===== config.mk =====
export PLATFORM = sky130hd
export DESIGN_NAME = mrd_ctrl
export DESIGN_NICKNAME = d
export VERILOG_FILES = /design/src/source/mrd_pkg.sv /design/src/source/mrd_ctrl.sv
export VERILOG_INCLUDE_DIRS = /design/src /design/src/source
export SDC_FILE = /design/constraint.sdc
export NUM_CORES = 1
export LEC_CHECK = 0
export BUFFER_PORTS_ARGS = -buffer_cell sky130_fd_sc_hd__buf_2
export CORE_MARGIN = 2
export CORE_UTILIZATION = 44
export DETAILED_ROUTE_END_ITERATION = 12
export GPL_TIMING_DRIVEN = 0
export PLACE_DENSITY = 0.79
export SYNTH_ARGS = -nofsm -noshare
export SYNTH_HDL_FRONTEND = slang
export SYNTH_SLANG_ARGS = --single-unit

===== constraint.sdc =====
create_clock -name clk -period 1.7 [get_ports clk]
set_input_delay 0.34 -clock clk [delete_from_list [all_inputs] [get_ports clk]]
set_output_delay 0.34 -clock clk [all_outputs]
set_load 0.01 [all_outputs]

===== src/source/mrd_config.svh =====
/*
 * Mixed radix DFT input memory, build-time sizes
 * Sample width, bank layout and frame size widths
 */
`ifndef MRD_CONFIG_SVH
`define MRD_CONFIG_SVH

// Sample component width, real and imaginary alike
`define MRD_DATA_W 18

// ---------------------------------------------------------------------------
// Bank layout
// ---------------------------------------------------------------------------
`define MRD_BANKS 7
`define MRD_BANK_AW 8 // 256 words per bank

// Frame length, up to 7 x 256 = 1792 points
`define MRD_PTS_W 12

// One PFA factor and one residue
`define MRD_NF_W 4
`define MRD_RES_W 4

`endif


===== src/source/mrd_pkg.sv =====
/*
 * Mixed radix DFT input memory types
 * Sample strobe, factor set, memory status and control states
 */
`default_nettype none

`include "mrd_config.svh"

package mrd_pkg;

	// One sample with its framing strobes
	typedef struct packed
	{
		logic valid;
		logic sop;
		logic eop;
		logic [`MRD_DATA_W-1:0] d_real;
		logic [`MRD_DATA_W-1:0] d_imag;
	} mrd_sample_t;

	// Coprime factors N1, N2, N3 of the frame length
	typedef struct packed
	{
		logic [`MRD_NF_W-1:0] nf1;
		logic [`MRD_NF_W-1:0] nf2;
		logic [`MRD_NF_W-1:0] nf3;
	} mrd_factors_t;

	// Memory to control
	typedef struct packed
	{
		logic sink_ongoing;
		logic source_ongoing;
		logic [`MRD_PTS_W-1:0] dftpts; // Points delivered so far
	} mrd_stat_t;

	typedef enum logic [1:0]
	{
		ST_IDLE   = 2'd0,
		ST_SINK   = 2'd1,
		ST_SOURCE = 2'd2
	} mrd_state_e;

endpackage

`default_nettype wire


===== src/source/mrd_ctrl.sv =====
/*
 * Input memory control
 * Idle, sink and source sequencing; holds factors and length per frame
 */
`timescale 1ns/10ps
`default_nettype none

`include "mrd_config.svh"

module mrd_ctrl
	import mrd_pkg::*;
(
	input  logic                  clk,
	input  logic                  rst_n,
	input  logic                  in_sop,
	input  mrd_factors_t          in_factors,
	input  logic [`MRD_PTS_W-1:0] in_dftpts,
	input  mrd_stat_t             stat,
	output mrd_state_e            state,
	output mrd_factors_t          nf,
	output logic [`MRD_PTS_W-1:0] dftpts
);

	mrd_state_e   state_nxt;
	mrd_factors_t nf_q;
	logic         frame_start;

	assign frame_start = in_sop && (state == ST_IDLE);

	// Input factors pass through while idle so the sop sample counts with them
	assign nf = (state == ST_IDLE) ? in_factors : nf_q;

	always_comb
	begin
		state_nxt = state;
		case (state)
			ST_IDLE:
				if (frame_start)
					state_nxt = ST_SINK;
			ST_SINK:
				if (!stat.sink_ongoing)
					state_nxt = ST_SOURCE;
			ST_SOURCE: // Reads done and every point delivered
				if (!stat.source_ongoing && (stat.dftpts == dftpts))
					state_nxt = ST_IDLE;
			default:
				state_nxt = ST_IDLE;
		endcase
	end

	always_ff @(posedge clk)
	begin
		if (!rst_n)
		begin
			state  <= ST_IDLE;
			nf_q   <= '0;
			dftpts <= '0;
		end
		else
		begin
			state <= state_nxt;
			if (frame_start)
			begin
				nf_q   <= in_factors;
				dftpts <= in_dftpts;
			end
		end
	end

endmodule

`default_nettype wire


Word level (Yosys, flattened, before mapping)
Cells that the tools add are included.
- register bits after elaboration: 26
- output and inout port bits: 26
- equal/unequal tests: 6
- muxes and demuxes: 5
- reductions and logical operators: 5
- operator list (kind ; count):
    $eq A12 B12 Y1 ; 1
    $mux W12 ; 1
    $mux W2 ; 3
    $ne A2 B2 Y1 const B ; 3
    $pmux W2 S3 ; 1
    $reduce_and A3 Y1 ; 1
    $eq A2 B1 Y1 const B ; 1
    $eq A2 B2 Y1 const B ; 1
    $logic_and A1 B1 Y1 ; 2
    $logic_not A2 Y1 ; 1
    $logic_not A1 Y1 ; 1

Logic depth before layout (Yosys ltp)
Gate-level depths: netlist (run 1).
- depth in word-level cells: 4
- gate-level depth with buffers: 6
- mapped depth without buffers: 4

Worst setup path after synthesis (run 1)
OpenSTA, ideal clock, no wires.
- kind: reg2out
- from: reg state[1]
- to: out nf[0] (netlist bit)
- data arrival time: 1.118 ns
- path slack: 0.242 ns
- stages on the path, launching flop included: 4
- path buffers: 1
- path through: dfxtp_1 nor2_4 buf_2 mux2_2
- RTL lines (what ; line ; source):
    start: declaration ; mrd_ctrl.sv:19 ; output mrd_state_e state,
    start signal: assignment ; mrd_ctrl.sv:61 ; state <= state_nxt;
    end: declaration ; mrd_ctrl.sv:20 ; output mrd_factors_t nf,

==> results.json, run 1 <==
{
  "status": "complete, but fails checks",
  "failed_checks": "setup timing",
  "synth.top_cells.by_area": "dfxtp_1, nand2_1, a21boi_1, mux2_2, xor2_1",
  "rsz0062_at_grt": "true",
  "yosysTopAreaCell": "dfxtp_1",
  "pwr-share-comb_pct": 28.5,
  "gp_congestion": 0.717,
  "holdCritPathClass": "input port to register",
  "reg2reg_to": "state[1]$_SDFFE_PN0P_",
  "worst-path-stages": 4,
  "timing.critical_path.from": "state[0]$_SDFFE_PN0P_",
  "fin_crit_sh_pct": 106,
  "syn_area_um2": 1270,
  "crit_arrival_ns": 1.47,
  "ys_ff_latch": 26,
  "start_util_pct": 46.3,
  "cts_hold_buf": 0,
  "postRouteAntennaNets": 0,
  "holdWs_ns": 0.238,
  "io_pins": 67,
  "drv_cap": 0,
  "die_y_um": 57.6,
  "grt_pass1_wl_um": 4620,
  "pwr_density_cell_nw_per_um2": 783,
  "place_hpwl_um": 2150,
  "clk_path_buf_depth": 2,
  "setup_viol": 12,
  "core_um2": 2730,
  "finalMaxSlewViolations": 0,
  "antenna_found_initial": 0,
  "pwr-share-seq_pct": 49.1,
  "post_drt_wl_per_cell_um": 12.1,
  "period_needed_ns": 1.81,
  "path_max_fanout": 10,
  "hold_viol_final": 0,
  "final.setup_skew_ns": 0.00692,
  "r2r_slack_ns": 0.33,
  "dp_slack_ns": 0.0626,
  "synth_cell_types": 22,
  "fmax_ghz": 0.553,
  "clkPwrFrac_pct": 22.4,
  "tightest_slew_ns": 0.362,
  "internal-power_uw": 1000,
  "startpoint_type": "register",
  "synthArstFlopShare_pct": 0,
  "syn_avg_cell_area_um2": 8.85,
  "ff2ff_path_depth": 4,
  "htreeDepth": 1,
  "yosysSeqAreaShare_pct": 41.1,
  "fin_util_pct": 64.9,
  "numCtsBuffers": 3,
  "clock-sinks": 26,
  "finalNetCount": 258,
  "yosysMostFrequentCell": "nand2_1",
  "cts_root_buf": "clkbuf_4",
  "fin_setup_tns_ns": -1.12,
  "critPathCapture": "nf[8]",
  "drive_above_1_share_pct": 44.0,
  "relSlewSlack_pct": 75.9,
  "netlist_instances": 143,
  "track_usage_pct": 17.8,
  "p_switching_uw": 388,
  "netSwitchingFraction_pct": 28.0,
  "drt-vias-per-instance": 4.78,
  "cp_top_family": "flip-flops",
  "ys_warn_count": 0,
  "die_area_um2": 3320,
  "endpoint_kind": "output port",
  "crit_chain": "nor2_4 > buf_8 > mux2_2 > buf_6",
  "irDropWorstVdd_mv": 0.503,
  "yosys-top-cells-count": "nand2_1, dfxtp_1, a21boi_1, mux2_2, xor2_1",
  "grt_remaining_overflow": 0,
  "syn-num-nets": 184,
  "rows": 19,
  "cts_tree": "yes",
  "critical_path_class": "register to output port",
  "slowest_stage": "dfxtp_4",
  "area_growth_pct": 40.0,
  "fp.dieW_um": 57.6,
  "clock_latency_ns": 0.32,
  "antennaDiodeCount": 0,
  "ys.flop_type": "dfxtp_1",
  "first_pass_iters": 4,
  "worst_slack_ns": -0.108,
  "leakage_uw": 0.000871,
  "drc": 0,
  "r2r-start": "dftpts[11]$_SDFFE_PN0P_",
  "routed_wl_um": 2980,
  "grt_pass1_vias": 1097,
  "critPathBufInv": 2,
  "yosys.area.top_type_share_pct": 41.1,
  "numPortBuffers": 66,
  "max_stage_delay_ns": 0.38,
  "path_clk_slew_ns": 0.14,
  "grt_max_degree": 15,
  "drt_iter0_drc": 23,
  "synth_edf_count": 0,
  "power.total_uw": 1390,
  "required_ns": 1.36,
  "vias": 1180
}
-- worst reg2reg max path: cells and delay by family (launching register included) --
kind	cells	cell delay (ns)
and+or+nand+nor	2	0.48
xor gates and xnor gates	1	0.17
DFF	1	0.37
AOI/OAI and AO/OA	1	0.26
-- kinds of logic (layout without fill, tap and decap cells) --
kind of cell	count (synthesis)	in the layout	synth area share, %
AND/OR/NAND/NOR	58	58	19.4
flip-flops	26	26	41.1
AO/OA/AOI/OAI	25	25	15.3
multiplexers	13	13	11.5
XOR/XNOR	12	12	8.30
buffers and inverters	9	82	4.45
-- power by group through the flow --
stage / logic (uW) / registers [uW] / clock network, uW
2_1_floorplan: 195 / 702 / 0
3_3_place_gp: 335 / 694 / 0
3_5_place_dp: 339 / 695 / 0
4_1_cts: 390 / 681 / 319
5_1_grt: 431 / 688 / 351
6_report: 395 / 682 / 311
-- metrics by stage --
stage               instance area (um2)  std cells
floorplan                          1270        143
global placement                   1640        240
detailed placement                 1640        240
CTS                                1760        247
global route                       1770        247
finish                             1770        247
-- cell usage in the layout, fill, tap and decap left out, types with 2 or more instances in the layout --
cell	n
dfxtp_1	24
clkbuf_4	3
xor2_1	12
clkbuf_1	2
nand2_1	49
buf_2	59
buf_6	11
mux2_2	10
buf_4	4
a21boi_0	4
mux2_4	2
a21boi_1	19
nor4_1	2
-- sequential cells by signal, indices dropped and copies added, names as in the netlist --
name,flops
nf_q,12
dftpts,12
state,2
-- metal layers --
layer  part of all wire (%)  up-vias  GRT usage (%)
met1                     44      510           21.2
li1                       -      619              -
met2                     46       47           30.5
met3                    8.7        4           4.46
met5                      0        -              0
met4                    1.3        0           7.31
-- cell type report --
class | instances | area [um2]
fill | 261 | 961
multi-input combinational | 108 | 697
sequential | 26 | 526
timing repair buffer | 69 | 409
buffer | 8 | 62.6
tap | 31 | 38.8
clock buffer | 4 | 36.3
inverter | 1 | 3.75
-- worst min path at each step --
stage	from	to	slack [ns]	depth (start not counted)
CTS	in_dftpts[11]	dftpts[11]$_SDFFE_PN0P_	0.23	3
finish	in_dftpts[11]	dftpts[11]$_SDFFE_PN0P_	0.24	3
detailed placement	nf_q[2]$_SDFFE_PN0P_	nf_q[2]$_SDFFE_PN0P_	0.45	2
global route	in_dftpts[7]	dftpts[7]$_SDFFE_PN0P_	0.22	3
global placement	nf_q[9]$_SDFFE_PN0P_	nf_q[9]$_SDFFE_PN0P_	0.44	2
floorplan	nf_q[11]$_SDFFE_PN0P_	nf_q[11]$_SDFFE_PN0P_	0.43	2
-- repair_timing --
action	CTS	global route
endpoints found under the setup margin	12	12
resized for setup	14	3
buffers inserted	3	0
pin swaps	1	0
No activity file was read; power rests on OpenSTA's default activity.
==> inputs of run 2 (changes only) <==
CAP_MARGIN = 20   (was default)
CORE_UTILIZATION = 46   (was 44)
CTS_BUF_LIST = sky130_fd_sc_hd__clkbuf_4 sky130_fd_sc_hd__clkbuf_8   (was default)
PLACE_DENSITY = 0.82   (was 0.79)
==> run 2 against run 1 <==
Effect of this change:
- the flow still finishes with violations (setup timing)
- sequential share of layout area down 0.80 points
- die area down 4.1%
- register-to-register slack worse by 0.03 ns
- worst setup slack worse by 0.036 ns
- largest cell class unchanged
- largest power group unchanged
- highest routed layer unchanged
==> results.json, run 2 (synthesis gave the netlist of run 1 again) <==
{
  "status": "complete, but fails checks",
  "failed_checks": "setup timing",
  "cts_hold_buf": 0,
  "track_usage_pct": 19.0,
  "fmax_ghz": 0.542,
  "fin_setup_tns_ns": -1.60,
  "drt-vias-per-instance": 4.88,
  "final_common_cell": "buf_2",
  "htreeDepth": 1,
  "place_hpwl_um": 2170,
  "first_pass_iters": 4,
  "irDropWorstVdd_mv": 0.638,
  "post_drt_wl_per_cell_um": 12.3,
  "startpoint_type": "register",
  "io_pins": 67,
  "max_stage_delay_ns": 0.39,
  "core_um2": 2690,
  "clkPwrFrac_pct": 21.9,
  "fp.dieW_um": 56.5,
  "required_ns": 1.36,
  "die_y_um": 56.5,
  "netSwitchingFraction_pct": 28.0,
  "pwr-share-comb_pct": 30.2,
  "internal-power_uw": 1020,
  "drt_iter0_drc": 14,
  "top_regs": "dftpts x12, nf_q x12, state x2",
  "tightest_slew_ns": 0.342,
  "dp_slack_ns": 0.0475,
  "critical_path_class": "register to output port",
  "antenna_found_initial": 0,
  "holdCritPathClass": "input port to register",
  "clk_path_buf_depth": 2,
  "area_growth_pct": 44.6,
  "routed_wl_um": 3070,
  "cts_root_buf": "clkbuf_4",
  "gp_congestion": 0.706,
  "drv_cap": 0,
  "leakage_uw": 0.000921,
  "slowest_stage": "dfxtp_4",
  "endpoint_kind": "output port",
  "cts_tree": "yes",
  "grt_pass1_wl_um": 4820,
  "pwr-share-seq_pct": 47.9,
  "die_area_um2": 3190,
  "crit_arrival_ns": 1.50,
  "crit_chain": "nor2_4 > buf_6 > mux2_4 > buf_6",
  "finalNetCount": 260,
  "vias": 1214,
  "drive_above_1_share_pct": 44.5,
  "setup_viol": 12,
  "pwr_density_cell_nw_per_um2": 776,
  "finalMaxSlewViolations": 0,
  "start_util_pct": 47.1,
  "numCtsBuffers": 3,
  "hold_viol_final": 0,
  "most-common-layout-cells": "buf_2, nand2_1, dfxtp_1, a21boi_1, buf_6",
  "postRouteAntennaNets": 0,
  "grt_pass1_vias": 1067,
  "critPathMostFrequentCell": "buf_6",
  "numPortBuffers": 66,
  "grt_max_degree": 15,
  "fin_crit_sh_pct": 108,
  "antennaDiodeCount": 0,
  "p_switching_uw": 398,
  "holdWs_ns": 0.233,
  "rsz0062_at_grt": "true",
  "rows": 19,
  "path_max_fanout": 5,
  "clock_latency_ns": 0.32,
  "period_needed_ns": 1.84,
  "clock-sinks": 26,
  "final.setup_skew_ns": 0.00283,
  "worst_slack_ns": -0.144,
  "relSlewSlack_pct": 77.2,
  "path_clk_slew_ns": 0.13,
  "grt_remaining_overflow": 0,
  "drc": 0
}
==> run 2: cell count changes in the layout (fill, tap and decap cells not counted), sizes merged <==
cell  change
buf       +2
==> run 2: layout make-up <==
cell class	count	area (um2)
Multi-Input combinational cell	108	731
Timing Repair Buffer	71	434
Clock buffer	4	36.3
Fill cell	234	856
Buffer	8	58.8
Sequential cell	26	528
Inverter	1	3.75
Tap cell	31	38.8
==> run 2: routing by layer <==
| layer | global-route usage [%] | wire (um) |
|---|---|---|
| met1 | 21.5 | 1260 |
| met2 | 34.7 | 1540 |
| met3 | 5.99 | 253 |
| met4 | 4.08 | 15 |
| met5 | 0 | 0 |
==> run 2: critical path: cells and delay by family, from the launching register on <==
kind | cells | cell delay, ns
DFF | 1 | 0.39
muxes | 1 | 0.31
buffers and inverters | 2 | 0.29
and+or+nand+nor | 1 | 0.19
==> run 2: path summary, 6_finish.rpt <==
| check | startpoint | depth (start not counted) | endpoint | slack [ns] |
|---|---|---|---|---|
| max reg2reg | dftpts[10]$_SDFFE_PN0P_ | 4 | state[1]$_SDFFE_PN0P_ | 0.30 |
| min | in_dftpts[7] | 3 | dftpts[7]$_SDFFE_PN0P_ | 0.23 |
| min reg2reg | nf_q[9]$_SDFFE_PN0P_ | 2 | nf_q[9]$_SDFFE_PN0P_ | 0.47 |
| max | state[1]$_SDFFE_PN0P_ | 4 | nf[1] | -0.14 |
==> run 2: through the flow <==
stage,cell area (um2),util [%],total power [uW],std cells
after detailed placement,1640,60.9,1030,240
after CTS,1780,66.1,1400,248
after floorplan,1270,-,897,143
after global placement,1640,60.9,1030,240
after global routing,1830,68.1,1500,249
final,1830,68.1,1420,249
==> run 2: power groups by stage <==
stage | logic, uW | registers, uW | clock network [uW]
after detailed placement | 337 | 695 | 0
after floorplan | 195 | 702 | 0
after global placement | 332 | 694 | 0
after global routing | 467 | 688 | 344
final | 430 | 681 | 310
after CTS | 398 | 681 | 320
==> run 2: what timing repair did <==
action	CTS	global route
setup buffers	3	1
resized for setup	19	10
cloned	1	0
setup endpoints to repair	12	12
pin swaps	1	1
==> inputs of run 3 (changes only) <==
CORE_ASPECT_RATIO = 0.9   (was default)
clock period = 1.75 ns   (was 1.7 ns; I/O delays follow)
==> run 3 against run 2 <==
Effect of this change:
- the run still ends with setup timing left
- clock skew hardly changed
- cell count fell by 2.0%
- sequential power down 3%
- register-to-register slack is essentially flat
- first-iteration DRC count decreased by 7.1%
- power shrank 0.33%
- cell area decreased by 6.8%
- critical path type unchanged
- largest cell class unchanged
- largest power group unchanged
==> results.json, run 3 (synthesis gave the netlist of run 1 again) <==
{
  "drt_iter0_drc": 13,
  "startpoint_type": "register",
  "first_pass_iters": 2,
  "status": "complete, but fails checks",
  "holdCritPathClass": "input port to register",
  "antennaDiodeCount": 0,
  "fp.dieW_um": 59.3,
  "drt-vias-per-instance": 4.89,
  "fmax_ghz": 0.549,
  "vias": 1192,
  "cts_tree": "yes",
  "reg2reg_to": "state[1]$_SDFFE_PN0P_",
  "power.total_uw": 1420,
  "multi_input_area_um2": 689,
  "dp_cells": 239,
  "area_growth_pct": 34.8,
  "gp_congestion": 0.791,
  "antenna_found_initial": 0,
  "numPortBuffers": 66,
  "routed_wl_um": 2800,
  "clk_path_buf_depth": 2,
  "period_needed_ns": 1.82,
  "final_cells": 244,
  "fillers": 252,
  "required_ns": 1.40,
  "failed_checks": "setup timing",
  "timing.critical_path.from": "state[0]$_SDFFE_PN0P_",
  "fin_crit_sh_pct": 104,
  "path_max_fanout": 10,
  "final.setup_skew_ns": 0.00308,
  "grt_max_degree": 16,
  "track_usage_pct": 18.1,
  "grt_pass1_vias": 1070,
  "top_regs": "dftpts x12, nf_q x12, state x2",
  "drive_above_1_share_pct": 43.5,
  "r2r_slack_ns": 0.30,
  "endpoint_kind": "output port",
  "clock_latency_ns": 0.32,
  "seqCellArea_um2": 523,
  "crit_arrival_ns": 1.47,
  "die_area_um2": 3190,
  "relSlewSlack_pct": 70.2,
  "fin_util_pct": 63.7,
  "final_common_cell": "buf_2",
  "pwr_density_cell_nw_per_um2": 830,
  "irDropWorstVdd_mv": 0.439,
  "grt_remaining_overflow": 0,
  "worst_slack_ns": -0.0705,
  "clock-sinks": 26,
  "numCtsBuffers": 3,
  "critPathCapture": "nf[0]",
  "hold_viol_final": 0,
  "postRouteAntennaNets": 0,
  "cts_root_buf": "clkbuf_4",
  "rsz0062_at_grt": "true",
  "fin_setup_tns_ns": -0.610,
  "cts_hold_buf": 0,
  "grt_pass1_wl_um": 4470,
  "io_pins": 67,
  "post_drt_wl_per_cell_um": 11.5,
  "ff2ff_path_depth": 4,
  "die_y_um": 53.8,
  "setup_viol": 12,
  "rows": 18,
  "path_clk_slew_ns": 0.14,
  "tightest_slew_ns": 0.444,
  "leakage_uw": 0.000843,
  "drc": 0,
  "drv_cap": 0,
  "critical_path_class": "register to output port",
  "htreeDepth": 1,
  "finalMaxSlewViolations": 0,
  "most-common-layout-cells": "buf_2, nand2_1, dfxtp_1, a21boi_1",
  "core_um2": 2680,
  "holdWs_ns": 0.243,
  "r2r-start": "dftpts[2]$_SDFFE_PN0P_",
  "place_hpwl_um": 2160,
  "finalNetCount": 256,
  "start_util_pct": 47.2
}
-- run 3: cell count changes in the layout (fill, tap and decap cells not counted) --
| cell | before | now |
|---|---|---|
| buf_2 | 58 | 68 |
| buf_8 | 0 | 1 |
| mux2_4 | 11 | 0 |
| buf_4 | 5 | 2 |
| dfxtp_2 | 0 | 2 |
| bufinv_16 | 0 | 1 |
| buf_6 | 14 | 2 |
| mux2_2 | 1 | 12 |
| clkbuf_8 | 1 | 0 |
| dfxtp_4 | 2 | 0 |
-- run 3: final cells by class --
class	instances	area share, %
plain buffers	8	3.67
clock buffers	3	1.32
clock inverters	1	1.76
inverters	1	0.220
multi-input cells	108	40.4
flip-flops and latches	26	30.6
well taps	30	2.20
repair buffers	67	19.8
-- run 3: power by group --
group / internal, uW / switching (uW) / leakage [uW]
combinational: 176 / 163 / 0.000601
clock: 232 / 183 / 0.0000279
sequential: 633 / 29.8 / 0.000214
total: 1040 / 375 / 0.000843
-- run 3: per-layer routing --
layer | track usage (%) | vias up | routed length, um | share of wire (%)
li1 | - | 615 | - | -
met1 | 21.5 | 550 | 1220 | 44
met2 | 34.8 | 25 | 1490 | 53
met3 | 1.44 | 2 | 76 | 2.7
met4 | 4.55 | 0 | 17 | 0.61
met5 | 0 | - | 0 | 0
-- run 3: stage by stage --
stage | area (um2) | setup WS (ns)
final | 1710 | -0.0705
after global routing | 1710 | -0.128
after CTS | 1710 | -0.0804
after detailed placement | 1630 | 0.0801
after global placement | 1630 | 0.0902
after floorplan | 1270 | 0.282
-- run 3: repair_timing --
item	CTS	global route
pin swaps	1	0
endpoints found under the setup margin	10	12
gates resized for setup	5	0
setup buffers	1	0
-- run 3: how the worst min path moves through the flow --
stage | to | cells past startpoint | startpoint
floorplan | nf_q[11]$_SDFFE_PN0P_ | 2 | nf_q[11]$_SDFFE_PN0P_
global placement | nf_q[9]$_SDFFE_PN0P_ | 2 | nf_q[9]$_SDFFE_PN0P_
detailed placement | nf_q[8]$_SDFFE_PN0P_ | 2 | nf_q[8]$_SDFFE_PN0P_
CTS | dftpts[10]$_SDFFE_PN0P_ | 3 | in_dftpts[10]
global route | dftpts[5]$_SDFFE_PN0P_ | 3 | in_dftpts[5]
finish | dftpts[10]$_SDFFE_PN0P_ | 3 | in_dftpts[10]
-- run 3: critical path, stage by stage, from the launching register on --
cell	delay, ns
dfxtp_2	0.38
nor2_4	0.13
buf_8	0.15
mux2_2	0.35
buf_2	0.14
